$ cat src/soc_bus_pkg.sv
// Bus widths, request and response types and the two views of an address
// Imported by every RTL module and by the testbench
package soc_bus_pkg;

  localparam int ADDR_W = 32;
  localparam int DATA_W = 32;
  // One strobe per byte lane
  localparam int STRB_W = DATA_W / 8;

  // Request from a master, or from the interconnect to a slave
  typedef struct packed {
    logic              cyc;
    logic              we;
    logic [STRB_W-1:0] strb;
    logic [ADDR_W-1:0] addr;
    logic [DATA_W-1:0] wdata;
  } bus_req_t;

  typedef struct packed {
    logic              ack;
    logic [DATA_W-1:0] rdata;
  } bus_rsp_t;

  // Memory view of an address
  typedef struct packed {
    logic [3:0]  region;
    logic [3:0]  unused;
    logic [21:0] word;
    logic [1:0]  offset;
  } mem_view_t;

  // Device register view of an address
  typedef struct packed {
    logic [3:0]  region;
    logic [21:0] unused;
    logic [3:0]  reg_idx;
    logic [1:0]  offset;
  } dev_view_t;

  typedef union packed {
    mem_view_t mem;
    dev_view_t dev;
  } bus_addr_u;

  // Merge new data into an old word under byte strobes
  function automatic logic [DATA_W-1:0] apply_strb(
    input logic [DATA_W-1:0] old_word,
    input logic [DATA_W-1:0] new_word,
    input logic [STRB_W-1:0] strb
  );
    logic [DATA_W-1:0] res;
    int                b;
    res = old_word;
    for (b = 0; b < STRB_W; b++) begin
      if (strb[b]) begin
        res[8*b +: 8] = new_word[8*b +: 8];
      end
    end
    return res;
  endfunction

endpackage

$ cat src/soc_dev_pkg.sv
// Region codes, device register indices and status bit positions
// Imported by the interconnect, the device slaves and the testbench
package soc_dev_pkg;

  // Region codes, top nibble of the address
  localparam logic [3:0] REGION_MEM = 4'd0;
  localparam logic [3:0] REGION_KEY = 4'd1;
  localparam logic [3:0] REGION_DMA = 4'd2;

  // Keyboard registers
  localparam logic [3:0] KEY_DATA   = 4'd0;
  localparam logic [3:0] KEY_STATUS = 4'd1;

  localparam int KEY_READY_BIT   = 0;
  localparam int KEY_OVERRUN_BIT = 1;

  // DMA registers
  localparam logic [3:0] DMA_SRC    = 4'd0;
  localparam logic [3:0] DMA_DST    = 4'd1;
  localparam logic [3:0] DMA_LEN    = 4'd2;
  localparam logic [3:0] DMA_CTRL   = 4'd3;
  localparam logic [3:0] DMA_STATUS = 4'd4;

  localparam int DMA_BUSY_BIT = 0;
  localparam int DMA_DONE_BIT = 1;

  // Read value of any unmapped region
  localparam logic [31:0] EMPTY_DATA = 32'hBAD0_BAD0;

endpackage

$ cat src/wb_interconnect.sv
// Shared bus with two masters, CPU first, and address decode to three slaves
// Unmapped regions are answered by a local responder
`timescale 1ns/1ps

module wb_interconnect import soc_bus_pkg::*, soc_dev_pkg::*; #(
  parameter int MEM_WORDS = 1024
) (
  input  logic     clk,
  input  logic     rst_i,
  input  bus_req_t cpu_req_i,
  input  bus_req_t dma_req_i,
  output bus_rsp_t cpu_rsp_o,
  output bus_rsp_t dma_rsp_o,
  output bus_req_t mem_req_o,
  input  bus_rsp_t mem_rsp_i,
  output bus_req_t key_req_o,
  input  bus_rsp_t key_rsp_i,
  output bus_req_t dmar_req_o,
  input  bus_rsp_t dmar_rsp_i
);

  logic      locked_q;
  logic      owner_q;
  logic      sel_dma;
  bus_req_t  sel_req;
  bus_rsp_t  sel_rsp;
  bus_addr_u sel_addr;
  logic      hit_mem;
  logic      hit_key;
  logic      hit_dmar;
  logic      hit_none;
  logic      emp_ack_q;

  ////////////////////////////////////////////////////////////
  // Arbitration
  ////////////////////////////////////////////////////////////

  // Free bus goes to the CPU when it asks, else to the DMA
  assign sel_dma = locked_q ? owner_q : ~cpu_req_i.cyc;
  assign sel_req = sel_dma ? dma_req_i : cpu_req_i;

  // Grant is held for one transfer and released at its ack
  always_ff @(posedge clk) begin
    if (rst_i) begin
      locked_q <= 1'b0;
      owner_q  <= 1'b0;
    end else if (locked_q) begin
      if (sel_rsp.ack || !sel_req.cyc) begin
        locked_q <= 1'b0;
      end
    end else if (sel_req.cyc) begin
      locked_q <= 1'b1;
      owner_q  <= sel_dma;
    end
  end

  ////////////////////////////////////////////////////////////
  // Decode
  ////////////////////////////////////////////////////////////

  assign sel_addr = sel_req.addr;
  assign hit_mem  = (sel_addr.dev.region == REGION_MEM);
  assign hit_key  = (sel_addr.dev.region == REGION_KEY);
  assign hit_dmar = (sel_addr.dev.region == REGION_DMA);
  assign hit_none = ~(hit_mem | hit_key | hit_dmar);

  always_comb begin
    mem_req_o      = sel_req;
    mem_req_o.cyc  = sel_req.cyc & hit_mem;
    key_req_o      = sel_req;
    key_req_o.cyc  = sel_req.cyc & hit_key;
    dmar_req_o     = sel_req;
    dmar_req_o.cyc = sel_req.cyc & hit_dmar;
  end

  // Empty region responder, writes are dropped
  always_ff @(posedge clk) begin
    if (rst_i) begin
      emp_ack_q <= 1'b0;
    end else begin
      emp_ack_q <= sel_req.cyc & hit_none & ~emp_ack_q;
    end
  end

  always_comb begin
    if (hit_mem) begin
      sel_rsp = mem_rsp_i;
    end else if (hit_key) begin
      sel_rsp = key_rsp_i;
    end else if (hit_dmar) begin
      sel_rsp = dmar_rsp_i;
    end else begin
      sel_rsp = '{ack: emp_ack_q, rdata: EMPTY_DATA};
    end
  end

  // Only the owner sees the ack
  assign cpu_rsp_o = '{ack: sel_rsp.ack & ~sel_dma, rdata: sel_rsp.rdata};
  assign dma_rsp_o = '{ack: sel_rsp.ack & sel_dma, rdata: sel_rsp.rdata};

  // Acks only arrive while a transfer holds the grant
  a_ack_owner: assert property (@(posedge clk) disable iff (rst_i)
    (cpu_rsp_o.ack || dma_rsp_o.ack) |-> locked_q);

  a_mem_range: assert property (@(posedge clk) disable iff (rst_i)
    mem_req_o.cyc |-> (sel_addr.mem.word < MEM_WORDS));

endmodule

$ cat config.mk
export PLATFORM = sky130hd
export DESIGN_NAME = wb_interconnect
export DESIGN_NICKNAME = d
export VERILOG_FILES = /design/src/soc_bus_pkg.sv /design/src/soc_dev_pkg.sv /design/src/wb_interconnect.sv
export SDC_FILE = /design/constraint.sdc
export NUM_CORES = 1
export LEC_CHECK = 0
export BUFFER_PORTS_ARGS = -buffer_cell sky130_fd_sc_hd__buf_2
export CAP_MARGIN = 5
export CORE_AREA = 2 2 200 202
export CTS_CLUSTER_SIZE = 16
export DETAILED_ROUTE_END_ITERATION = 12
export DIE_AREA = 0 0 202 204
export GPL_TIMING_DRIVEN = 0
export PLACE_DENSITY = 0.42
export SLEW_MARGIN = 0
export SYNTH_ARGS = -nofsm -noshare
export SYNTH_HDL_FRONTEND = slang
export SYNTH_SLANG_ARGS = --single-unit
$ cat constraint.sdc
create_clock -name clk -period 2.8 [get_ports clk]
set_input_delay 0.56 -clock clk [delete_from_list [all_inputs] [get_ports clk]]
set_output_delay 0.56 -clock clk [all_outputs]
set_load 0.01 [all_outputs]
==> results.toml, run 1 <==
[timing]
slew_viol_final = 0
tns_ns = 0
clock_skew_ns = 0.000860
worstMarginPinSlew_ns = 0.313
finalHoldViolCount = 0
hold_ws_ns = 0.518
max_freq_ghz = 0.363
grt_setup_unrepaired = "true"
final-setup-viol-count = 0
final.period_utilization_pct = 98.5
finalCriticalPeriod_ns = 2.76
slew_headroom_pct = 79.1

[yosys]
syn_area_per_cell_um2 = 7.57
yosysMostFrequentCell = "buf_4"
ys_async_sr_fraction_pct = 0
syn_inst = 417
synth_edf_count = 0
ys_types = 40
syn_area_um2 = 3160
synthTopCellsByCount = "180 x buf_4, 68 x mux2_2, 39 x nand2_1, 22 x nor2_1, 16 x a2bb2oi_1"
ys_top_cells_by_area = "buf_4 43%, mux2_2 24%, nand2_1 4.6%, a2bb2oi_1 4.4%, nor2_1 2.6%"
synth_area_leader_cell = "buf_4"
synth_top_area_share_pct = 42.8
yosys_warnings = 0
ys_ff_latch = 3
yosysSeqAreaShare_pct = 1.90
ys.flop_type = "dfxtp_1"
syn_nets = 658

[clocking]
clk_pin_slew_ns = 0.03
clock_sinks = 3
cts-root-buf = "clkbuf_16"
htree_num_levels = 1
insertion_delay_ns = 0.22
cts_hold_buf = 0
clock_path_buffers = 2
cts_buffers = 3
tritoncts = "built"

[route]
wl_per_cell_um = 14.8
drt-vias-per-instance = 3.26
dr.pass1.iters = 4
vias = 4769
drt-total-wl_um = 21700
drc = 0
antenna_left = 0
dr.first_iter.drc_count = 129

[worst_hold_path]
min_path_cells = 2
hold_class = "reg -> reg"
hold_path_end = "owner_q"
hold_start = "owner_q"

[floorplan]
io_pins = 517
rows = 73
core_um2 = 39200
initial_core_util_pct = 8.05
dieArea_um2 = 41200
die_h_um = 204
die_x_um = 202

[setup_path]
required_ns = 2.24
critical_path_class = "in -> out"
arrival_ns = 2.20
timing.rr.end = "locked_q"
reg2reg_depth = 5
worstPathMaxFanout = 10
start_kind = "input port"
end_kind = "output pin"
reg2reg_from = "owner_q"
rrSetupSlack_ns = 1.23

[placement]
gp_congestion = 0.878
hpwl_um = 20000
io_buffers = 516

[power]
comb_power_share_pct = 86.9
netSwitchingPower_w = 0.000924
power_frac_seq_pct = 2.5
p_clk_share_pct = 10.6
ir_worst_vdd_mv = 0.118
cellPowerDensity_nw_per_um2 = 317
p_int_w = 0.00118
p_leak_nw = 3.62
switching_share_pct = 43.9
finalPower_w = 0.00211

[global_route]
track_usage_pct = 9.54
grt_pass1_vias = 4652
grt_pass1_wl_um = 28900
grt_max_degree = 13
grt_overflow_total = 0
antenna_found_initial = 6

[cells_and_area]
syn_to_final_growth_pct = 111
nets = 1179
drive_gt1_share_pct = 86.6
final_core_util_pct = 17.0

[run_status]
status = "complete, no violations"

[run]
max-cap-violations = 0
[power groups by stage]
stage | registers, W | logic, W | clock network [W]
floorplan | 0.0000505 | 0.00103 | 0
global placement | 0.0000516 | 0.00184 | 0
detailed placement | 0.0000517 | 0.00184 | 0
CTS | 0.0000512 | 0.00186 | 0.000227
global route | 0.0000530 | 0.00197 | 0.000231
finish | 0.0000519 | 0.00183 | 0.000223
[cells in the final DEF, fill, tap and decap left out, types with 3 or more instances in the layout]
master	instances
a21oi_1	8
a2bb2oi_1	10
a2bb2oi_2	6
a31oi_1	5
a31oi_2	4
buf_2	516
buf_4	181
buf_6	4
clkbuf_16	3
diode_2	3
mux2_2	68
nand2_1	37
nand2_4	4
nand3_1	5
nor2_1	21
o21ai_0	15
o21ai_1	3
o2bb2ai_1	5
[final cells by class]
type | instances | area [um^2]
Tap cell | 525 | 657
Buffer | 187 | 1420
Multi-Input combinational cell | 224 | 1820
Antenna cell | 3 | 7.51
Sequential cell | 3 | 62.6
Inverter | 2 | 10.0
Fill cell | 4495 | 32500
Timing Repair Buffer | 517 | 2590
Clock buffer | 4 | 78.8
[cells by family after synthesis]
kind of cell    after synthesis  share of synthesized area [%]
flops                         3                           1.90
compound gates               69                           15.3
buf+inv                     190                           45.1
simple gates                 87                           13.5
mux                          68                           24.3
[through the flow]
step | setup slack, ns | instances | cell area (um^2)
2_1_floorplan | 0.360 | 417 | 3160
3_3_place_gp | -0.389 | 1458 | 6390
3_5_place_dp | -0.412 | 1458 | 6390
4_1_cts | 0.00314 | 1462 | 6550
5_1_grt | -0.0336 | 1463 | 6650
6_report | 0.0430 | 1465 | 6650
[how the worst max path moves through the flow]
stage                        from       endpoint  slack, ns  depth (start not counted)
global route        cpu_req_i[69]   dma_rsp_o[8]      -0.03                         10
detailed placement  cpu_req_i[62]   dma_rsp_o[8]      -0.41                          9
global placement    dma_req_i[62]   dma_rsp_o[8]      -0.39                          9
floorplan           cpu_req_i[62]  dma_rsp_o[10]       0.36                          7
finish              dma_req_i[62]   dma_rsp_o[8]       0.04                          9
CTS                 dma_req_i[62]  dma_rsp_o[28]      0.003                         10
[registers in the layout (all words and copies together) (netlist names)]
signal and cells:
emp_ack_q 1, owner_q 1, locked_q 1
[worst max-delay path, stage by stage]
cell,delay [ns]
buf_2,0.13
nor4b_2,0.29
nand3_1,0.20
nand2_4,0.18
buf_4,0.21
nand2_1,0.10
a2bb2oi_2,0.26
buf_4,0.15
buf_2,0.11
[per-layer routing]
| metal | part of all wire, % | global-route usage [%] | vias to the layer above |
|---|---|---|---|
| met1 | 33 | 9.20 | 2114 |
| met5 | 0.060 | 0 | - |
| met4 | 3.6 | 3.28 | 2 |
| met3 | 9.1 | 2.60 | 30 |
| li1 | - | - | 2306 |
| met2 | 54 | 19.2 | 317 |
[what timing repair did]
| item | CTS | global route |
|---|---|---|
| endpoints found under the setup margin | 239 | 44 |
| buffers inserted | 0 | 1 |
| pin swaps | 0 | 3 |
| gates resized for setup | 17 | 20 |
Note: power is estimated with default switching activity, not from simulation.
==> run 2: changes to the inputs <==
--- a/config.mk
+++ b/config.mk
@@ -12,6 +12,7 @@
 export DETAILED_ROUTE_END_ITERATION = 12
 export DIE_AREA = 0 0 202 204
 export GPL_TIMING_DRIVEN = 0
+export MAX_ROUTING_LAYER = met4
 export PLACE_DENSITY = 0.42
 export SLEW_MARGIN = 0
 export SYNTH_ARGS = -nofsm -noshare
==> run 2 against run 1 <==
Clock-buffer cell count unchanged. Worst setup slack better by 0.0092 ns. First-iteration DRC count up 4.7%. Via count up 0.10%. Maximum frequency up 0.34%. Clock power about the same. Non-clock buffer count unchanged. Critical path depth unchanged. Combinational power about the same. Core utilization about the same. Global-route usage up 0.28 points. Wire length down 0.17%.
==> results.toml, run 2 (synthesized netlist as in run 1, its figures left out) <==
[run_status]
status = "complete, no violations"

[floorplan]
dieArea_um2 = 41200
io_pins = 517
die_h_um = 204
die_x_um = 202
initial_core_util_pct = 8.05
rows = 73
core_um2 = 39200

[worst_hold_path]
hold_class = "reg -> reg"
min_path_cells = 2
hold_start = "owner_q"
hold_path_end = "owner_q"

[route]
antenna_left = 0
drt-vias-per-instance = 3.26
vias = 4774
drc = 0
dr.pass1.iters = 4
wl_per_cell_um = 14.8
drt-total-wl_um = 21700
dr.first_iter.drc_count = 135

[cells_and_area]
layout.cells.non_filler = 1466
drive_gt1_share_pct = 86.6
regArea_um2 = 62.6
fin_area_um2 = 6650
multiInputGateArea_um2 = 1820
fillers = 4494
top_regs = "emp_ack_q (1), locked_q (1), owner_q (1)"
syn_to_final_growth_pct = 111
final_cell_mix = "516 x buf_2, 181 x buf_4, 68 x mux2_2, 37 x nand2_1, 21 x nor2_1"
final_common_cell = "buf_2"
nets = 1179

[setup_path]
path_cells = "buf_2 -> nor4b_2 -> nand3_1 -> nand2_4 -> buf_4 -> nand2_1 -> a2bb2oi_2 -> buf_4 -> buf_2"
end_kind = "output pin"
start_kind = "input port"
reg2reg_depth = 6
rrSetupSlack_ns = 1.23
timing.rr.end = "locked_q"
required_ns = 2.24
max_stage_delay_ns = 0.29
worstPathMaxFanout = 10
cpMaxStageDelayCell = "nor4b_2"
critical_path_class = "in -> out"
reg2reg_from = "locked_q"
arrival_ns = 2.19

[timing]
final.period_utilization_pct = 98.1
finalCriticalPeriod_ns = 2.75
grt_setup_unrepaired = "true"
slew_headroom_pct = 78.9
final-setup-viol-count = 0
slew_viol_final = 0
finalHoldViolCount = 0
max_freq_ghz = 0.364
tns_ns = 0
setup_ws_ns = 0.0523
clock_skew_ns = 0.000876
hold_ws_ns = 0.519
worstMarginPinSlew_ns = 0.317

[placement]
place_area_um2 = 6390
place_inst = 1458
place_ws_ns = -0.412
io_buffers = 516
gp_congestion = 0.893
hpwl_um = 20000

[clocking]
tritoncts = "built"
cts-root-buf = "clkbuf_16"
htree_num_levels = 1
clock_path_buffers = 2
clock_sinks = 3
clk_pin_slew_ns = 0.03
cts_buffers = 3
insertion_delay_ns = 0.22

[global_route]
grt_overflow_total = 0
track_usage_pct = 9.82
grt_pass1_vias = 4649
antenna_found_initial = 6
use_met1_pct = 9.23
use_met2_pct = 19.2
grt_max_degree = 13
grt_most_used_layer = "met2"
use_met3_pct = 2.52
grt_pass1_wl_um = 28900

[power]
ir_worst_vdd_mv = 0.118
p_leak_nw = 3.62
cellPowerDensity_nw_per_um2 = 317

[run]
max-cap-violations = 0
## run 2: cell count changes in the layout (fill, tap and decap cells not counted), sizes merged
cell and change:
diode +1
## run 2: area by class of cell
type / count / area share [%]
Timing Repair Buffer: 517 / 38.9
Multi-Input combinational cell: 224 / 27.4
Buffer: 187 / 21.4
Tap cell: 525 / 9.87
Clock buffer: 4 / 1.18
Sequential cell: 3 / 0.940
Inverter: 2 / 0.150
Antenna cell: 4 / 0.150
## run 2: power breakdown
group / switching (W) / internal [W] / leakage [nW] / total [W]
registers: 0.00000413 / 0.0000478 / 0.0255 / 0.0000520
clock network: 0.0000357 / 0.000188 / 0.0382 / 0.000223
logic: 0.000884 / 0.000948 / 3.56 / 0.00183
## run 2: how the worst max path moves through the flow
stage,start,to,cells past startpoint
floorplan,cpu_req_i[62],dma_rsp_o[10],7
CTS,dma_req_i[62],dma_rsp_o[28],10
global placement,dma_req_i[62],dma_rsp_o[8],9
global route,cpu_req_i[69],dma_rsp_o[8],10
finish,dma_req_i[62],dma_rsp_o[8],9
detailed placement,cpu_req_i[62],dma_rsp_o[8],9
## run 2: critical path, delay by kind of cell
family / cells / cell delay, ns
buffers and inverters: 4 / 0.60
AO/OA/AOI/OAI: 1 / 0.25
AND/OR/NAND/NOR: 4 / 0.77
## run 2: through the flow
step                power [W]  utilization (%)
finish                0.00211             17.0
global route          0.00226             17.0
CTS                   0.00214             16.7
detailed placement    0.00189             16.3
global placement      0.00189             16.3
floorplan             0.00108                -
## run 2: repair_timing
item | in CTS | in global routing
hold buffers | 0 | 0
setup endpoints to repair | 239 | 44
pin swaps | 0 | 3
gates resized for setup | 17 | 20
setup buffers | 0 | 1
## run 2: metal layers
metal	wire length (um)	vias to the layer above
li1	-	2308
met1	7370	2121
met2	11700	316
met3	1860	29
met4	786	0
met5	0	-
==> run 3: changes to the inputs <==
--- a/config.mk
+++ b/config.mk
@@ -8,6 +8,7 @@
 export BUFFER_PORTS_ARGS = -buffer_cell sky130_fd_sc_hd__buf_2
 export CAP_MARGIN = 5
 export CORE_AREA = 2 2 200 202
+export CTS_BUF_LIST = sky130_fd_sc_hd__clkbuf_16
 export CTS_CLUSTER_SIZE = 16
 export DETAILED_ROUTE_END_ITERATION = 12
 export DIE_AREA = 0 0 202 204
==> run 3 against run 2 <==
Sequential share of layout area unchanged. Global-route usage unchanged. Register-to-register slack about the same. Critical path depth unchanged. Clock power about the same. Clock-buffer cell count down 1. Cell area unchanged. First-iteration DRC count unchanged. Worst setup slack about the same.
==> results.toml, run 3 (synthesized netlist as in run 1, its figures left out) <==
[clocking]
cts-root-buf = "clkbuf_16"
clock_path_buffers = 2
clk_pin_slew_ns = 0.03
cts_buffers = 3
htree_num_levels = 1
insertion_delay_ns = 0.22
clock_sinks = 3
tritoncts = "built"
cts_hold_buf = 0

[floorplan]
initial_core_util_pct = 8.05
rows = 73
core_um2 = 39200
die_h_um = 204
die_x_um = 202
io_pins = 517
dieArea_um2 = 41200

[setup_path]
max_stage_delay_ns = 0.29
end_kind = "output pin"
timing.rr.end = "locked_q"
worstSetupStartpoint = "dma_req_i[62]"
cp_top_family = "simple AND/OR/NAND/NOR gates"
reg2reg_depth = 6
required_ns = 2.24
cpMaxStageDelayCell = "nor4b_2"
start_kind = "input port"
reg2reg_from = "locked_q"
worstPathMaxFanout = 10
cp.buffers_inverters = 4
arrival_ns = 2.19
cp_num_cells = 9
rrSetupSlack_ns = 1.23
critical_path_class = "in -> out"
path_cells = "buf_2 -> nor4b_2 -> nand3_1 -> nand2_4 -> buf_4 -> nand2_1 -> a2bb2oi_2 -> buf_4 -> buf_2"

[timing]
max_freq_ghz = 0.364
slew_headroom_pct = 78.9
grt_setup_unrepaired = "true"
tns_ns = 0
setup_ws_ns = 0.0523
clock_skew_ns = 0.00105
final-setup-viol-count = 0
finalHoldViolCount = 0
worstMarginPinSlew_ns = 0.317
slew_viol_final = 0
final.period_utilization_pct = 98.1
finalCriticalPeriod_ns = 2.75

[placement]
place_inst = 1458
gp_congestion = 0.893
io_buffers = 516
place_ws_ns = -0.412
hpwl_um = 20000
place_area_um2 = 6390

[global_route]
grt_overflow_total = 0
grt_pass1_wl_um = 28900
antenna_found_initial = 6
grt_pass1_vias = 4649
track_usage_pct = 9.82
grt_max_degree = 13

[cells_and_area]
final_common_cell = "buf_2"
fillers = 4494
layout.cells.non_filler = 1466
final_cell_mix = "516 x buf_2, 181 x buf_4, 68 x mux2_2, 37 x nand2_1, 21 x nor2_1"
drive_gt1_share_pct = 86.6
syn_to_final_growth_pct = 111
fin_area_um2 = 6650
top_regs = "emp_ack_q (1), locked_q (1), owner_q (1)"
final_core_util_pct = 17.0
nets = 1179

[worst_hold_path]
hold_class = "reg -> reg"
hold_start = "owner_q"
hold_path_end = "owner_q"
min_path_cells = 2

[route]
wl_per_cell_um = 14.8
dr.pass1.iters = 4
drt-total-wl_um = 21700
antenna_left = 0
dr.first_iter.drc_count = 135
drc = 0
vias = 4775
drt-vias-per-instance = 3.26

[run_status]
status = "complete, no violations"

[power]
p_leak_nw = 3.63
cellPowerDensity_nw_per_um2 = 316
ir_worst_vdd_mv = 0.117

[run]
max-cap-violations = 0
[run 3: changes by cell type in the layout (fill, tap and decap cells not counted), sizes merged]
cell and delta:
clkbuf -1, inv +1
[run 3: final cells by class]
cell class              instances  area, um^2  share of cell area, %
inverters                       2        10.0                  0.150
repair buffers                517        2590                   38.9
clock buffers                   3        75.1                   1.13
clock inverters                 1        3.75                 0.0564
flip-flops and latches          3        62.6                  0.940
plain buffers                 187        1420                   21.4
well taps                     525         657                   9.87
diodes                          4        10.0                  0.150
multi-input cells             224        1820                   27.4
[run 3: per-stage QoR]
stage / hold WS (ns) / power [W]
after floorplan: 0.499 / 0.00108
after global placement: 0.527 / 0.00189
after detailed placement: 0.531 / 0.00189
after CTS: 0.541 / 0.00213
after global routing: 0.548 / 0.00225
final: 0.519 / 0.00210
[run 3: repair_timing]
| action | 4_1_cts | 5_1_grt |
|---|---|---|
| pin swaps | 0 | 3 |
| gates resized for setup | 17 | 20 |
| endpoints found under the setup margin | 239 | 44 |
| buffers inserted | 0 | 1 |
[run 3: worst reg2reg max path, stage by stage, from the launching register on]
cell     delay (ns)
dfxtp_2        0.36
or2b_4         0.32
nand3_2        0.13
buf_4          0.12
o32ai_1        0.07
o41ai_1        0.29
nor3b_2        0.20
[run 3: how the worst max path moves through the flow]
stage | to | slack [ns]
3_3_place_gp | dma_rsp_o[8] | -0.39
3_5_place_dp | dma_rsp_o[8] | -0.41
4_1_cts | dma_rsp_o[28] | 0.003
5_1_grt | dma_rsp_o[8] | -0.03
2_1_floorplan | dma_rsp_o[10] | 0.36
6_report | dma_rsp_o[8] | 0.05
[run 3: layer usage]
metal / global-route usage (%) / vias to the layer above / wire (um)
li1: - / 2308 / -
met1: 9.23 / 2122 / 7370
met5: - / - / 0
met2: 19.2 / 316 / 11700
met4: 3.28 / 0 / 786
met3: 2.52 / 29 / 1860
[run 3: power by group]
part	switching (W)	internal, W	total [W]
clock network	0.0000358	0.000184	0.000220
registers	0.00000413	0.0000478	0.0000520
logic	0.000884	0.000948	0.00183
