==> src/soc_bus_pkg.sv <==
// Bus widths, request and response types and the two views of an address
// Imported by every RTL module and by the testbench
package soc_bus_pkg;

  localparam int ADDR_W = 32;
  localparam int DATA_W = 32;
  // One strobe per byte lane
  localparam int STRB_W = DATA_W / 8;

  // Request from a master, or from the interconnect to a slave
  typedef struct packed {
    logic              cyc;
    logic              we;
    logic [STRB_W-1:0] strb;
    logic [ADDR_W-1:0] addr;
    logic [DATA_W-1:0] wdata;
  } bus_req_t;

  typedef struct packed {
    logic              ack;
    logic [DATA_W-1:0] rdata;
  } bus_rsp_t;

  // Memory view of an address
  typedef struct packed {
    logic [3:0]  region;
    logic [3:0]  unused;
    logic [21:0] word;
    logic [1:0]  offset;
  } mem_view_t;

  // Device register view of an address
  typedef struct packed {
    logic [3:0]  region;
    logic [21:0] unused;
    logic [3:0]  reg_idx;
    logic [1:0]  offset;
  } dev_view_t;

  typedef union packed {
    mem_view_t mem;
    dev_view_t dev;
  } bus_addr_u;

  // Merge new data into an old word under byte strobes
  function automatic logic [DATA_W-1:0] apply_strb(
    input logic [DATA_W-1:0] old_word,
    input logic [DATA_W-1:0] new_word,
    input logic [STRB_W-1:0] strb
  );
    logic [DATA_W-1:0] res;
    int                b;
    res = old_word;
    for (b = 0; b < STRB_W; b++) begin
      if (strb[b]) begin
        res[8*b +: 8] = new_word[8*b +: 8];
      end
    end
    return res;
  endfunction

endpackage

==> src/dma_fsm.sv <==
// DMA bus master: one read then one write per word until the count runs out
// Pulses step at each write ack and done when the copy ends
`timescale 1ns/1ps

module dma_fsm import soc_bus_pkg::*; (
  input  logic              clk,
  input  logic              rst_i,
  input  logic              start_i,
  input  logic              last_i,
  input  logic              empty_i,
  input  logic [ADDR_W-1:0] src_addr_i,
  input  logic [ADDR_W-1:0] dst_addr_i,
  output bus_req_t          req_o,
  input  bus_rsp_t          rsp_i,
  output logic              step_o,
  output logic              busy_o,
  output logic              done_o
);

  typedef enum logic [1:0] {
    S_IDLE,
    S_READ,
    S_WRITE,
    S_FINISH
  } state_t;

  state_t            state_q;
  state_t            state_d;
  logic [DATA_W-1:0] data_q;

  ////////////////////////////////////////////////////////////
  // Next state
  ////////////////////////////////////////////////////////////

  always_comb begin
    state_d = state_q;
    case (state_q)
      S_IDLE: begin
        // Zero length skips the bus entirely
        if (start_i) begin
          state_d = empty_i ? S_FINISH : S_READ;
        end
      end
      S_READ: begin
        if (rsp_i.ack) begin
          state_d = S_WRITE;
        end
      end
      S_WRITE: begin
        if (rsp_i.ack) begin
          state_d = last_i ? S_FINISH : S_READ;
        end
      end
      default: state_d = S_IDLE;
    endcase
  end

  always_ff @(posedge clk) begin
    if (rst_i) begin
      state_q <= S_IDLE;
    end else begin
      state_q <= state_d;
    end
  end

  // Word in flight between the read and the write
  always_ff @(posedge clk) begin
    if (state_q == S_READ && rsp_i.ack) begin
      data_q <= rsp_i.rdata;
    end
  end

  ////////////////////////////////////////////////////////////
  // Bus request and status
  ////////////////////////////////////////////////////////////

  always_comb begin
    req_o.cyc   = (state_q == S_READ) || (state_q == S_WRITE);
    req_o.we    = (state_q == S_WRITE);
    req_o.strb  = '1;
    req_o.addr  = (state_q == S_WRITE) ? dst_addr_i : src_addr_i;
    req_o.wdata = data_q;
  end

  assign step_o = (state_q == S_WRITE) & rsp_i.ack;
  assign busy_o = (state_q != S_IDLE);
  assign done_o = (state_q == S_FINISH);

  // No ack may reach the DMA while it has no request out
  a_no_stray_ack: assert property (@(posedge clk) disable iff (rst_i)
    !req_o.cyc |-> !rsp_i.ack);

endmodule

==> config.mk <==
export PLATFORM = sky130hd
export DESIGN_NAME = dma_fsm
export DESIGN_NICKNAME = d
export VERILOG_FILES = /design/src/soc_bus_pkg.sv /design/src/dma_fsm.sv
export SDC_FILE = /design/constraint.sdc
export NUM_CORES = 1
export LEC_CHECK = 0
export BUFFER_PORTS_ARGS = -buffer_cell sky130_fd_sc_hd__buf_2
export CORE_ASPECT_RATIO = 0.8
export CORE_MARGIN = 5
export CORE_UTILIZATION = 30
export CTS_CLUSTER_DIAMETER = 150
export DETAILED_ROUTE_END_ITERATION = 16
export PLACE_DENSITY = 0.7
export SLEW_MARGIN = 25
export SYNTH_ARGS = -nofsm -noshare
export SYNTH_HDL_FRONTEND = slang
export SYNTH_SLANG_ARGS = --single-unit
==> constraint.sdc <==
create_clock -name clk -period 5.2 [get_ports clk]
set_input_delay 0.52 -clock clk [delete_from_list [all_inputs] [get_ports clk]]
set_output_delay 0.52 -clock clk [all_outputs]
set_load 0.005 [all_outputs]
==> run summary, run 1 <==
The flow ran to the end, and the final reports show no timing, DRC or antenna violations. The area after detailed placement came out at 0.00263 mm². The weighted congestion at the end of routability-driven global placement came out at 0.678.

IR analysis of the VDD net gives a maximum drop of 0.000212 V. The run gives 0 as the post-detailed-route DRC marker count. The clock transition time at the flip-flop clock pins of the worst setup and hold paths works out to 0.07 ns.

The clock period minus final worst setup slack was 2.42 ns. The synthesized design spends more area on one cell type than any other, namely sky130_fd_sc_hd__edfxtp_1. 175 I/O pins were placed. After the first detailed-routing iteration, the DRC count stood at 8.

Cell count along the critical path: 4. Port buffer count: 170. The clock net in this run drives a total of 34 sinks. At the pin with the least slew margin, the transition time is 0.614 ns.

The first detailed-routing pass ran for 4 iterations. The startpoint identified for the worst hold timing path is rsp_i[31]. The netlist uses 19 different library cells.

For this run, the number of Yosys warnings is 0. Dividing the detail-routed wire length by the instance count gives 14.6 µm. Across all hold checks on the routed design, the worst slack comes to 0.410 ns. Combinational cells account for 44.7% of the total power. Buffers added to address setup during post-CTS repair amount to 0. TritonCTS built the clock tree.

The logs give 413 MHz for the highest clock rate and 4430 µm for the sum of net half-perimeters after detailed placement. For this design, the slowest cell found on the critical path is sky130_fd_sc_hd__ha_4. At the later pin of the worst-skew pair, clock insertion delay measures 0.28 ns. The via count of the first global-routing pass was 1542.

The headroom to the max-slew limit was 59.1%. For this run, the slowest stage of the critical path takes 0.56 ns. For this block, the via count after detailed routing is 1456. The slack of the worst reg-to-reg path is 3.50 ns, and the initial cell density of the core is 31.4%.

In this run the worst setup path begins at state_q[0]$_SDFFE_PP0P_. STA classifies the critical path startpoint as a flip-flop. The number of nets with antenna violations after detailed routing came out at 0. After detailed routing, the number of vias per cell comes to 4.18. By area the synthesized netlist is led by sky130_fd_sc_hd__edfxtp_1, sky130_fd_sc_hd__mux2_4, sky130_fd_sc_hd__ha_1. The non-filler instance count after layout came out at 348. For the fraction of the yosys area taken by sequential cells, the log shows 57.8%. Counting every instance in the synthesized netlist gives 96. 0 antenna diodes ended up in the layout. The max-slew violation count is 0, and the global routing usage summed across all routing layers is 12.9%.

Summing every instance area after synthesis gives 0.00173 mm². The clock tree synthesis step divided the H-tree into 2 levels. The finished cells cover 0.00273 mm². The largest net degree at the start of global routing was 35; the core footprint was 0.00553 mm². The layout-stage area growth over the synthesis result came out at 57.7%. Maximum fanout count along the critical path: 34. The startpoint identified for the worst register-to-register timing path is state_q[0]$_SDFFE_PP0P_. Overall overflow remaining after global route: 0. Adding up every negative setup slack in the final design gives 0 ns. The worst register-to-register path has a depth of 5. The switching power as a share of total power was 30.5%; the data arrival at the endpoint of the critical path was 1.90 ns. The worst setup skew after layout was 0.00690 ns; the register share of total power was 36.2%. Die span in x: 95.0 µm.

The wire length reported by the detailed router was 5090 µm. No sink is reached through more buffers than the 2 on the longest clock path. On the critical path the largest part of the delay comes from adder cells.

For the leakage power total, the log shows 1.36 nW. For the number of antenna violations at the first check in global routing, the log shows 0. Walking the worst path, the cells encountered are inv_1 > ha_4 > mux2_2 > buf_2. The run gives 0 as the number of hold violations in the final report.

The first global-routing pass estimated 7310 µm of wire. By startpoint and endpoint, the worst setup path is classified as flip-flop to output pin. The cts-stage hold buffer count was 0; the die area was 0.00741 mm². For the worst setup path, the data required time is 4.68 ns. Type of destination of the critical path: an output pin.

The tightest min-delay check is of the input port to flip-flop type. Setup violations remaining at the end of the flow were counted as 0. The number of placed cells counting well taps came out at 340. Of the post-synthesis cell area, the dominant cell type holds 55.5%. The number of clock buffers added by TritonCTS is 5. Mean instance size in the synthesized netlist: 18.1 µm². Row generation in the floorplan step produced 24 rows. Worst hold path cell count: 1. The register bit total from synthesis is 34. Most common cell after layout, fill and taps aside: sky130_fd_sc_hd__buf_2.

Measured along the y axis, the die boundary spans 78.0 µm. Counting the fill cells in the layout gives 519. Leaving out fill and tap cells, the most frequent cells in the layout are sky130_fd_sc_hd__buf_2, sky130_fd_sc_hd__edfxtp_1, sky130_fd_sc_hd__mux2_4.

CTS placed an instance of sky130_fd_sc_hd__clkbuf_8 at the clock tree root. Setup repair after global routing left no endpoint under its margin. Across the run, the number of max-cap violations was 0.

The power density relative to cell area came out at 376 mW/mm². The fraction of layout instances using a drive strength above 1 was 79.6%; the number of gates resized after CTS was 0. The clock network accounts for 19.2% of the total power. The ratio of final minimum period to clock period is 46.6%.

The combined buffer and inverter count along the critical path is 2. The tools report the power spent charging and discharging nets as 0.313 mW. The cell-internal power was 0.714 mW.

The net total in the final layout is 377.
## kinds of logic (layout without fill, tap and decap cells)
| family | Yosys count | count (layout) | share of synthesized area (%) |
|---|---|---|---|
| AOI/OAI and AO/OA | 6 | 6 | 3.61 |
| muxes | 32 | 32 | 27.3 |
| and+or+nand+nor | 6 | 6 | 1.81 |
| other | 1 | 4 | 0.216 |
| buffers and inverters | 11 | 182 | 4.98 |
| DFF | 34 | 34 | 57.8 |
| adders and majority gates | 6 | 6 | 4.33 |
## worst paths after layout
check                                  to
setup reg to reg  state_q[1]$_SDFFE_PP0P_
hold / removal       data_q[31]$_DFFE_PP_
hold reg to reg   state_q[0]$_SDFFE_PP0P_
setup / recovery                req_o[63]
## cell usage after synthesis
cell type	count
sky130_fd_sc_hd__a211o_1	1
sky130_fd_sc_hd__dfxtp_1	2
sky130_fd_sc_hd__buf_6	4
sky130_fd_sc_hd__nand3_1	1
sky130_fd_sc_hd__conb_1	1
sky130_fd_sc_hd__ha_1	6
sky130_fd_sc_hd__nor2_1	2
sky130_fd_sc_hd__inv_1	3
sky130_fd_sc_hd__nand2b_1	1
sky130_fd_sc_hd__and2_1	2
sky130_fd_sc_hd__a221oi_1	1
sky130_fd_sc_hd__o21ai_1	1
sky130_fd_sc_hd__o21bai_4	1
sky130_fd_sc_hd__a211oi_2	1
sky130_fd_sc_hd__mux2_2	2
sky130_fd_sc_hd__a21oi_2	1
sky130_fd_sc_hd__buf_4	4
sky130_fd_sc_hd__edfxtp_1	32
sky130_fd_sc_hd__mux2_4	30
## stage by stage
step / util [%] / power, mW / setup WS, ns
2_1_floorplan: - / 0.677 / 3.34
3_5_place_dp: 47.6 / 0.842 / 2.75
5_1_grt: 49.5 / 1.10 / 2.66
3_3_place_gp: 47.6 / 0.838 / 2.77
4_1_cts: 49.3 / 1.04 / 2.44
6_report: 49.5 / 1.03 / 2.78
## per-layer routing
layer	up-vias	routed length, µm	GRT usage, %
li1	694	-	-
met1	656	1660	12.5
met2	102	2620	23.4
met3	4	749	6.87
met4	0	57	4.03
met5	-	0	0
## power by group through the flow
stage          clock [mW]  combinational, mW  sequential [mW]
2_1_floorplan           0              0.296            0.381
3_3_place_gp            0              0.464            0.374
3_5_place_dp            0              0.466            0.376
4_1_cts             0.205              0.467            0.371
5_1_grt             0.222              0.500            0.376
6_report            0.197              0.459            0.371
## flip-flops by register name, indices dropped and copies added (netlist names)
signal,flops
state_q,2
data_q,32
## area by class of cell
| class | instances | area, µm² | area share [%] |
|---|---|---|---|
| clock buffers | 6 | 82.6 | 3.02 |
| clock inverters | 2 | 12.5 | 0.458 |
| inverters | 3 | 11.3 | 0.412 |
| multi-input cells | 54 | 669 | 24.5 |
| flip-flops and latches | 34 | 1000 | 36.6 |
| well taps | 78 | 97.6 | 3.57 |
| repair buffers | 171 | 858 | 31.4 |
Power figures use the tool's default switching activity.
==> run 2: changes to the inputs <==
==> constraint.sdc (replaced) <==
create_clock -name clk -period 2.3 [get_ports clk]
set_input_delay 0.23 -clock clk [delete_from_list [all_inputs] [get_ports clk]]
set_output_delay 0.23 -clock clk [all_outputs]
set_load 0.005 [all_outputs]
==> run 2 against run 1 <==
Compared with the run above: non-clock buffer count up 1; clock skew down 0.0041 ns; clock power up 100%; via count about the same; clock-buffer cell count down 1; cell area down 0.23%; routed wire length about the same; power up 120%; critical path type unchanged.
==> run summary, run 2 (synthesized netlist as in run 1, its figures left out) <==
The most common cell after layout, fill and taps aside is sky130_fd_sc_hd__buf_2 (unchanged). The smallest clock period supported by the final layout is computed as 1.95 ns. The area after detailed placement was 0.00265 mm² (was 0.00263 mm²). Setup repair after global routing left no endpoint under its margin.

The wire length reported by the detailed router was 5100 µm (was 5090 µm). The class of the worst hold path is input port to flip-flop (unchanged). The ratio of final minimum period to clock period works out to 84.6%. For the sink count of the clock tree, the log shows 34 (unchanged).

The run gives 341 (was 340) as the number of placed cells counting well taps. The kind of critical path is flip-flop to output pin (unchanged). The logs give 0 (unchanged) for the number of nets with antenna violations after detailed routing and 17.4% (was 19.2%) for the portion of total power attributed to the clock network. Global routing usage summed across all routing layers: 13.0% (was 12.9%). The tools report the sum of net half-perimeters after detailed placement as 4380 µm (was 4430 µm). Top library cells by usage in the layout, fill and taps aside: sky130_fd_sc_hd__buf_2, sky130_fd_sc_hd__edfxtp_1, sky130_fd_sc_hd__mux2_4 (unchanged). The run gives 0 (unchanged) as the number of buffers inserted to repair setup after CTS. The tools report the worst setup slack before clock tree synthesis as 0.640 ns (was 2.75 ns).

The max-slew violation count is 0 (unchanged), and the depth of the worst register-to-register path is 4 (was 5). The run gives 36.7% (was 36.2%) as the register share of total power. The routed wirelength normalized by instance count was 14.6 µm (about the same). The logs give 348 (unchanged) for the non-filler instance count after layout and 0 (unchanged) for the number of gates resized after CTS. Power density relative to cell area: 838 mW/mm² (was 376 mW/mm²).

The initial cell density of the core was 31.4% (unchanged); the fraction of layout instances using a drive strength above 1 was 79.6% (unchanged). For the worst hold slack, the log shows 0.127 ns (was 0.410 ns). The clock root buffer master was sky130_fd_sc_hd__clkbuf_8 (unchanged).

The total I/O pin count was 175 (unchanged). The required time at the worst-slack endpoint was 2.07 ns (was 4.68 ns); the first-pass GRT wire length was 7430 µm (was 7310 µm). The number of levels in the clock H-tree is 2 (unchanged). The port buffer count is 170 (unchanged), and the die span in x is 95.0 µm (unchanged).

The tools report the number of buffers created by CTS as 5 (unchanged). The tools report the hold path startpoint as rsp_i[26] (was rsp_i[31]). The largest net degree at the start of global routing came out at 35 (unchanged). The flip-flop count of the largest register, all copies and words added works out to 32 (unchanged). Timing would allow up to 514 MHz.

The logs give 1.72 ns (was 1.90 ns) for the data arrival at the endpoint of the critical path and 0 ns (unchanged) for the summed negative setup slack over all endpoints. The post-layout utilization of the core came out at 49.3% (was 49.5%). The number of hold violations in the final report was 0 (unchanged); the total area of multi-input combinational cells was 659 µm² (was 669 µm²).

The number of filler cells placed in the layout was 520 (was 519). The switching power as a share of total power was 30.6% (was 30.5%); the leakage power total was 1.36 nW (about the same). The cell-internal power was 1.59 mW (was 0.714 mW). The via count of the first global-routing pass came out at 1592 (was 1542).

The worst hold endpoint was data_q[26]$_DFFE_PP_ (was data_q[31]$_DFFE_PP_). TritonCTS built the clock tree. Startpoint type of the worst setup path: a flip-flop (unchanged). The count of max-cap constraint violations came out at 0 (unchanged). The post-detailed-route DRC marker count was 0 (unchanged). The clock transition time at the flip-flop clock pins of the worst setup and hold paths is 0.07 ns (about the same).

The run gives 0.27 ns (was 0.28 ns) as the latest clock arrival within the worst-skew pair. The number of diodes was 0 (unchanged). The buffer depth of the longest clock path was 2 (unchanged); the final setup slack of the worst path was 0.354 ns (was 2.78 ns). Top Registers: data_q (32), state_q (2) (unchanged). For the sum of internal, switching and leakage power, the log shows 2.28 mW (was 1.03 mW). The weighted congestion at the end of routability-driven global placement is 0.732 (was 0.678), and the largest vdd supply drop is 0.000377 V (was 0.000212 V). Worst setup skew after layout: 0.00282 ns (was 0.00690 ns). The flow ran to the end, and the final reports show no timing, DRC or antenna violations. The logs give 0.00100 mm² (unchanged) for the sequential cell area and 0.00553 mm² (unchanged) for the core footprint. The number of violations reported at the end of detailed-routing iteration 0 was 13 (was 8).

The die area was 0.00741 mm² (unchanged). The logs give 1455 (was 1456) for the detailed-route via count and 0 (unchanged) for the overall overflow remaining after global route. The run gives 0 (unchanged) as the number of antenna violations at the first check in global routing. The tools report the slack of the worst reg-to-reg path as 0.74 ns (was 3.50 ns). For the final design area excluding fillers, the log shows 0.00273 mm² (about the same).

The tools report the launching point of the worst reg2reg path as state_q[1]$_SDFFE_PP0P_ (was state_q[0]$_SDFFE_PP0P_). The run gives 0.698 mW (was 0.313 mW) as the power spent charging and discharging nets. The count of final setup violators came out at 0 (unchanged). Net total in the final layout: 378 (was 377). The register ranked first by flip-flop count was data_q (unchanged).

The fraction of power consumed by combinational cells is 45.9% (was 44.7%). The run gives 24 (unchanged) as the row count. Cts-stage hold buffer count: 0 (unchanged). The tools report the type of destination of the critical path as an output pin (unchanged). The maximum fanout count along the critical path is 34 (unchanged), and the layout-stage area growth over the synthesis result is 57.3% (was 57.7%). The y dimension of the die is 78.0 µm (unchanged).

The routed via count divided by cell count works out to 4.18 (about the same). The worst hold path cell count was 1 (unchanged). The end of the worst register-to-register path is data_q[1]$_DFFE_PP_ (was state_q[1]$_SDFFE_PP0P_). First-pass detailed-route iteration total: 4 (unchanged).
==> run 2: worst max-delay path by stage <==
| stage | from | slack [ns] | to |
|---|---|---|---|
| 4_1_cts | state_q[0]$_SDFFE_PP0P_ | 0.33 | req_o[32] |
| 5_1_grt | state_q[0]$_SDFFE_PP0P_ | 0.24 | req_o[32] |
| 6_report | state_q[0]$_SDFFE_PP0P_ | 0.35 | req_o[32] |
| 3_5_place_dp | state_q[0]$_SDFFE_PP0P_ | 0.64 | req_o[32] |
| 3_3_place_gp | state_q[0]$_SDFFE_PP0P_ | 0.69 | req_o[63] |
| 2_1_floorplan | state_q[1]$_SDFFE_PP0P_ | 0.44 | data_q[0]$_DFFE_PP_ |
==> run 2: area by class of cell <==
type	instances	share of cell area, %
Sequential cell	34	36.7
Timing Repair Buffer	172	32.2
Multi-Input combinational cell	54	24.2
Tap cell	78	3.58
Clock buffer	5	2.52
Inverter	3	0.413
Clock inverter	2	0.367
==> run 2: routing by layer <==
metal | vias to the layer above | GRT usage (%) | routed length (µm)
li1 | 697 | - | -
met1 | 645 | 12.4 | 1700
met2 | 107 | 23.6 | 2550
met3 | 6 | 7.45 | 788
met4 | 0 | 3.60 | 51
met5 | - | 0 | 0
==> run 2: power by group through the flow <==
stage	sequential (mW)	clock [mW]	combinational (mW)
final	0.839	0.397	1.05
after CTS	0.840	0.421	1.07
after floorplan	0.861	0	0.669
after global placement	0.845	0	1.06
after global routing	0.849	0.455	1.14
after detailed placement	0.852	0	1.06
==> run 2: critical path: stages, from the launching register on <==
cell,delay [ns]
sky130_fd_sc_hd__dfxtp_1,0.36
sky130_fd_sc_hd__inv_1,0.13
sky130_fd_sc_hd__ha_2,0.20
sky130_fd_sc_hd__buf_12,0.25
sky130_fd_sc_hd__mux2_2,0.36
sky130_fd_sc_hd__buf_2,0.13
==> run 3: changes to the inputs <==
--- a/config.mk
+++ b/config.mk
@@ -11,7 +11,7 @@
 export CORE_UTILIZATION = 30
 export CTS_CLUSTER_DIAMETER = 150
 export DETAILED_ROUTE_END_ITERATION = 16
-export PLACE_DENSITY = 0.7
+export PLACE_DENSITY = 0.72
 export SLEW_MARGIN = 25
 export SYNTH_ARGS = -nofsm -noshare
 export SYNTH_HDL_FRONTEND = slang
==> constraint.sdc (replaced) <==
create_clock -name clk -period 1.6 [get_ports clk]
set_input_delay 0.16 -clock clk [delete_from_list [all_inputs] [get_ports clk]]
set_output_delay 0.16 -clock clk [all_outputs]
set_load 0.005 [all_outputs]
==> run 3 against run 2 <==
Compared with the run above: flip-flop and latch count unchanged; global-route usage grew 2.5 points; utilization grew 8.0 points; the flow now finishes with violations (negative setup slack); worst hold slack worse by 0.076 ns; sequential share of layout area fell by 5.0 points; clock-buffer cell count unchanged; first-iteration DRC count up 54%.
==> run summary, run 3 (synthesized netlist as in run 1, its figures left out) <==
The run finished, with violations left. The final reports fail on negative setup slack. The total I/O pin count was 175 (unchanged); the worst setup skew after layout was 0.00565 ns (was 0.00282 ns). The number of buffers created by CTS was 5 (unchanged); the routed wirelength normalized by instance count was 17.0 µm (was 14.6 µm).

The tools report the worst setup slack before clock tree synthesis as 0.0622 ns (was 0.640 ns). The power spent charging and discharging nets came out at 1.23 mW (was 0.698 mW). The startpoint type of the worst setup path was a flip-flop (unchanged). The logs give 3300 µm (was 2550 µm) for the length of routed met2 wiring and 393 (was 378) for the net total in the final layout.

The number of hold violations in the final report is 0 (unchanged), and the sink count of the clock tree is 34 (unchanged). The power density relative to cell area was 1350 mW/mm² (was 838 mW/mm²); the die area was 0.00741 mm² (unchanged). The tools report the end of the worst register-to-register path as state_q[1]$_SDFFE_PP0P_ (was data_q[1]$_DFFE_PP_). For the weighted congestion at the end of routability-driven global placement, the log shows 0.765 (was 0.732).

The tools report the clock root buffer master as sky130_fd_sc_hd__clkbuf_8 (unchanged). The depth of the worst register-to-register path is 9 (was 4), and the routed via count divided by cell count is 4.33 (was 4.18). The tools report the type of destination of the critical path as an output pin (unchanged). The die span in x was 95.0 µm (unchanged). Critical path cell sequence: inv_2 > ha_4 > buf_12 > buf_16 > mux2_4 > buf_6 (was inv_1 > ha_2 > buf_12 > mux2_2 > buf_2). For the non-filler instance count after layout, the log shows 363 (was 348).

The slack of the worst reg-to-reg path is 0.01 ns (was 0.74 ns). Largest vdd supply drop: 0.000844 V (was 0.000377 V). For the largest net degree at the start of global routing, the log shows 33 (was 35). Top library cells by usage in the layout, fill and taps aside: sky130_fd_sc_hd__buf_2, sky130_fd_sc_hd__edfxtp_1, sky130_fd_sc_hd__mux2_4 (unchanged). The number of violations reported at the end of detailed-routing iteration 0 is 20 (was 13). Top Registers: data_q (32), state_q (2) (unchanged). The final setup slack of the worst path is -0.0914 ns (was 0.354 ns). For the leakage power total, the log shows 1.53 nW (was 1.36 nW).

TritonCTS built the clock tree. The tools report the launching point of the worst reg2reg path as state_q[0]$_SDFFE_PP0P_ (was state_q[1]$_SDFFE_PP0P_). The number of diodes is 0 (unchanged). The sum of net half-perimeters after detailed placement is 4380 µm (about the same), and the buffer depth of the longest clock path is 2 (unchanged).

The portion of total power attributed to the clock network is 17.2% (was 17.4%). The worst setup path startpoint was state_q[0]$_SDFFE_PP0P_ (unchanged). For the detailed-route via count, the log shows 1571 (was 1455). The sum of internal, switching and leakage power is 4.27 mW (was 2.28 mW). The layout-stage area growth over the synthesis result was 83.0% (was 57.3%); the clock period minus final worst setup slack was 1.69 ns.

The tools report the core footprint as 0.00553 mm² (unchanged). The post-detailed-route DRC marker count was 0 (unchanged); the detailed route wirelength on metal3 was 820 µm (was 788 µm). The logs give 2 (unchanged) for the number of levels in the clock H-tree and 8760 µm (was 7430 µm) for the first-pass GRT wire length.

Critical path endpoint: req_o[53] (was req_o[32]). The overall overflow remaining after global route was 0 (unchanged); the highest clock rate was 591 MHz. The clock transition time at the flip-flop clock pins of the worst setup and hold paths was 0.07 ns (about the same). The most common cell after layout, fill and taps aside was sky130_fd_sc_hd__buf_2 (unchanged). For the row count, the log shows 24 (unchanged).

The y dimension of the die was 78.0 µm (unchanged). The tools report the wire length reported by the detailed router as 6160 µm (was 5100 µm). The standard cell with the maximum stage delay on the critical path was sky130_fd_sc_hd__dfxtp_2 (was sky130_fd_sc_hd__dfxtp_1). After layout, the worst path uses 106% of the clock period.

The port buffer count was 170 (unchanged). The run gives 706 µm² (was 659 µm²) as the total area of multi-input combinational cells. Kind of critical path: flip-flop to output pin (unchanged). The first-pass detailed-route iteration total was 3 (was 4); the number of nets with antenna violations after detailed routing was 0 (unchanged). The tools report the initial cell density of the core as 31.4% (unchanged).

The switching power as a share of total power is 28.8% (was 30.6%). The logs give 0.00101 mm² (was 0.00100 mm²) for the sequential cell area and 0 (unchanged) for the count of max-cap constraint violations. The number of filler cells placed in the layout came out at 498 (was 520). Flip-flop count of the largest register, all copies and words added: 32 (unchanged).

For the global routing usage summed across all routing layers, the log shows 15.5% (was 13.0%). The logs give 27.9% (was 36.7%) for the register share of total power and 1.44 ns (was 2.07 ns) for the required time at the worst-slack endpoint. The run gives 54.9% (was 45.9%) as the fraction of power consumed by combinational cells. The class of the worst hold path is input port to flip-flop (unchanged).

Cts-stage hold buffer count: 0 (unchanged). The logs give 3.04 mW (was 1.59 mW) for the cell-internal power and 0 (unchanged) for the max-slew violation count. The highest metal layer with signal wires was met4 (unchanged). The logs give 342 (was 341) for the number of placed cells counting well taps and 1900 µm (was 1700 µm) for the post-route met1 wirelength.

For the number of antenna violations at the first check in global routing, the log shows 0 (unchanged). Register ranked first by flip-flop count: data_q (unchanged). Maximum fanout count along the critical path: 8 (was 34).

The run gives 0.28 ns (was 0.27 ns) as the latest clock arrival within the worst-skew pair. Setup repair after global routing could not meet its margin everywhere. The count of final setup violators is 25 (was 0), and the critical path's largest stage delay is 0.33 ns (was 0.36 ns). For the data arrival at the endpoint of the critical path, the log shows 1.53 ns (was 1.72 ns). The fraction of layout instances using a drive strength above 1 is 83.5% (was 79.6%). The via count of the first global-routing pass was 1714 (was 1592); the post-layout utilization of the core was 57.4% (was 49.3%).
[run 3: worst min path at each step]
stage | from | end | slack [ns] | cells after the start
2_1_floorplan | rst_i | state_q[0]$_SDFFE_PP0P_ | 0.22 | 1
3_3_place_gp | rsp_i[29] | data_q[29]$_DFFE_PP_ | 0.34 | 1
3_5_place_dp | rsp_i[3] | data_q[3]$_DFFE_PP_ | 0.34 | 1
4_1_cts | rsp_i[8] | data_q[8]$_DFFE_PP_ | 0.04 | 1
5_1_grt | rsp_i[7] | data_q[7]$_DFFE_PP_ | 0.03 | 1
6_report | rsp_i[28] | data_q[28]$_DFFE_PP_ | 0.05 | 1
[run 3: cell type report]
| type | instances | share of cell area [%] |
|---|---|---|
| repair buffers | 187 | 39.3 |
| clock inverters | 2 | 1.07 |
| well taps | 78 | 3.08 |
| multi-input cells | 54 | 22.3 |
| flip-flops and latches | 34 | 31.7 |
| clock buffers | 5 | 2.17 |
| inverters | 3 | 0.355 |
[run 3: worst max-delay path, delay by kind of cell, from the launching register on]
| family | cells | cell delay (ns) |
|---|---|---|
| fa+ha+maj | 1 | 0.17 |
| flops | 1 | 0.33 |
| mux | 1 | 0.31 |
| buf+inv | 4 | 0.45 |
[run 3: timing repair]
action	in CTS	in global routing
buffers inserted	10	3
setup endpoints to repair	32	69
pin swaps	3	6
gates cloned	4	1
gates resized for setup	35	9
[run 3: per-layer routing]
layer  vias up  GRT usage, %
met5         -             0
met4         0          6.48
met3        15          7.25
met2       108          29.3
met1       722          13.9
li1        726             -
[run 3: power by group through the flow]
stage                     clock (mW)  sequential [mW]  combinational, mW
final                          0.733             1.19               2.35
after global routing           0.816             1.21               2.52
after CTS                      0.761             1.20               2.31
after detailed placement           0             1.21               1.58
after global placement             0             1.20               1.56
after floorplan                    0             1.23              0.963
[run 3: through the flow]
stage / TNS (ns) / instance area [µm²] / hold WS, ns
finish: -1.50 / 3170 / 0.0509
global route: -3.60 / 3170 / 0.0314
CTS: -2.80 / 3140 / 0.0388
detailed placement: 0 / 2670 / 0.338
global placement: 0 / 2670 / 0.336
floorplan: 0 / 1750 / 0.225
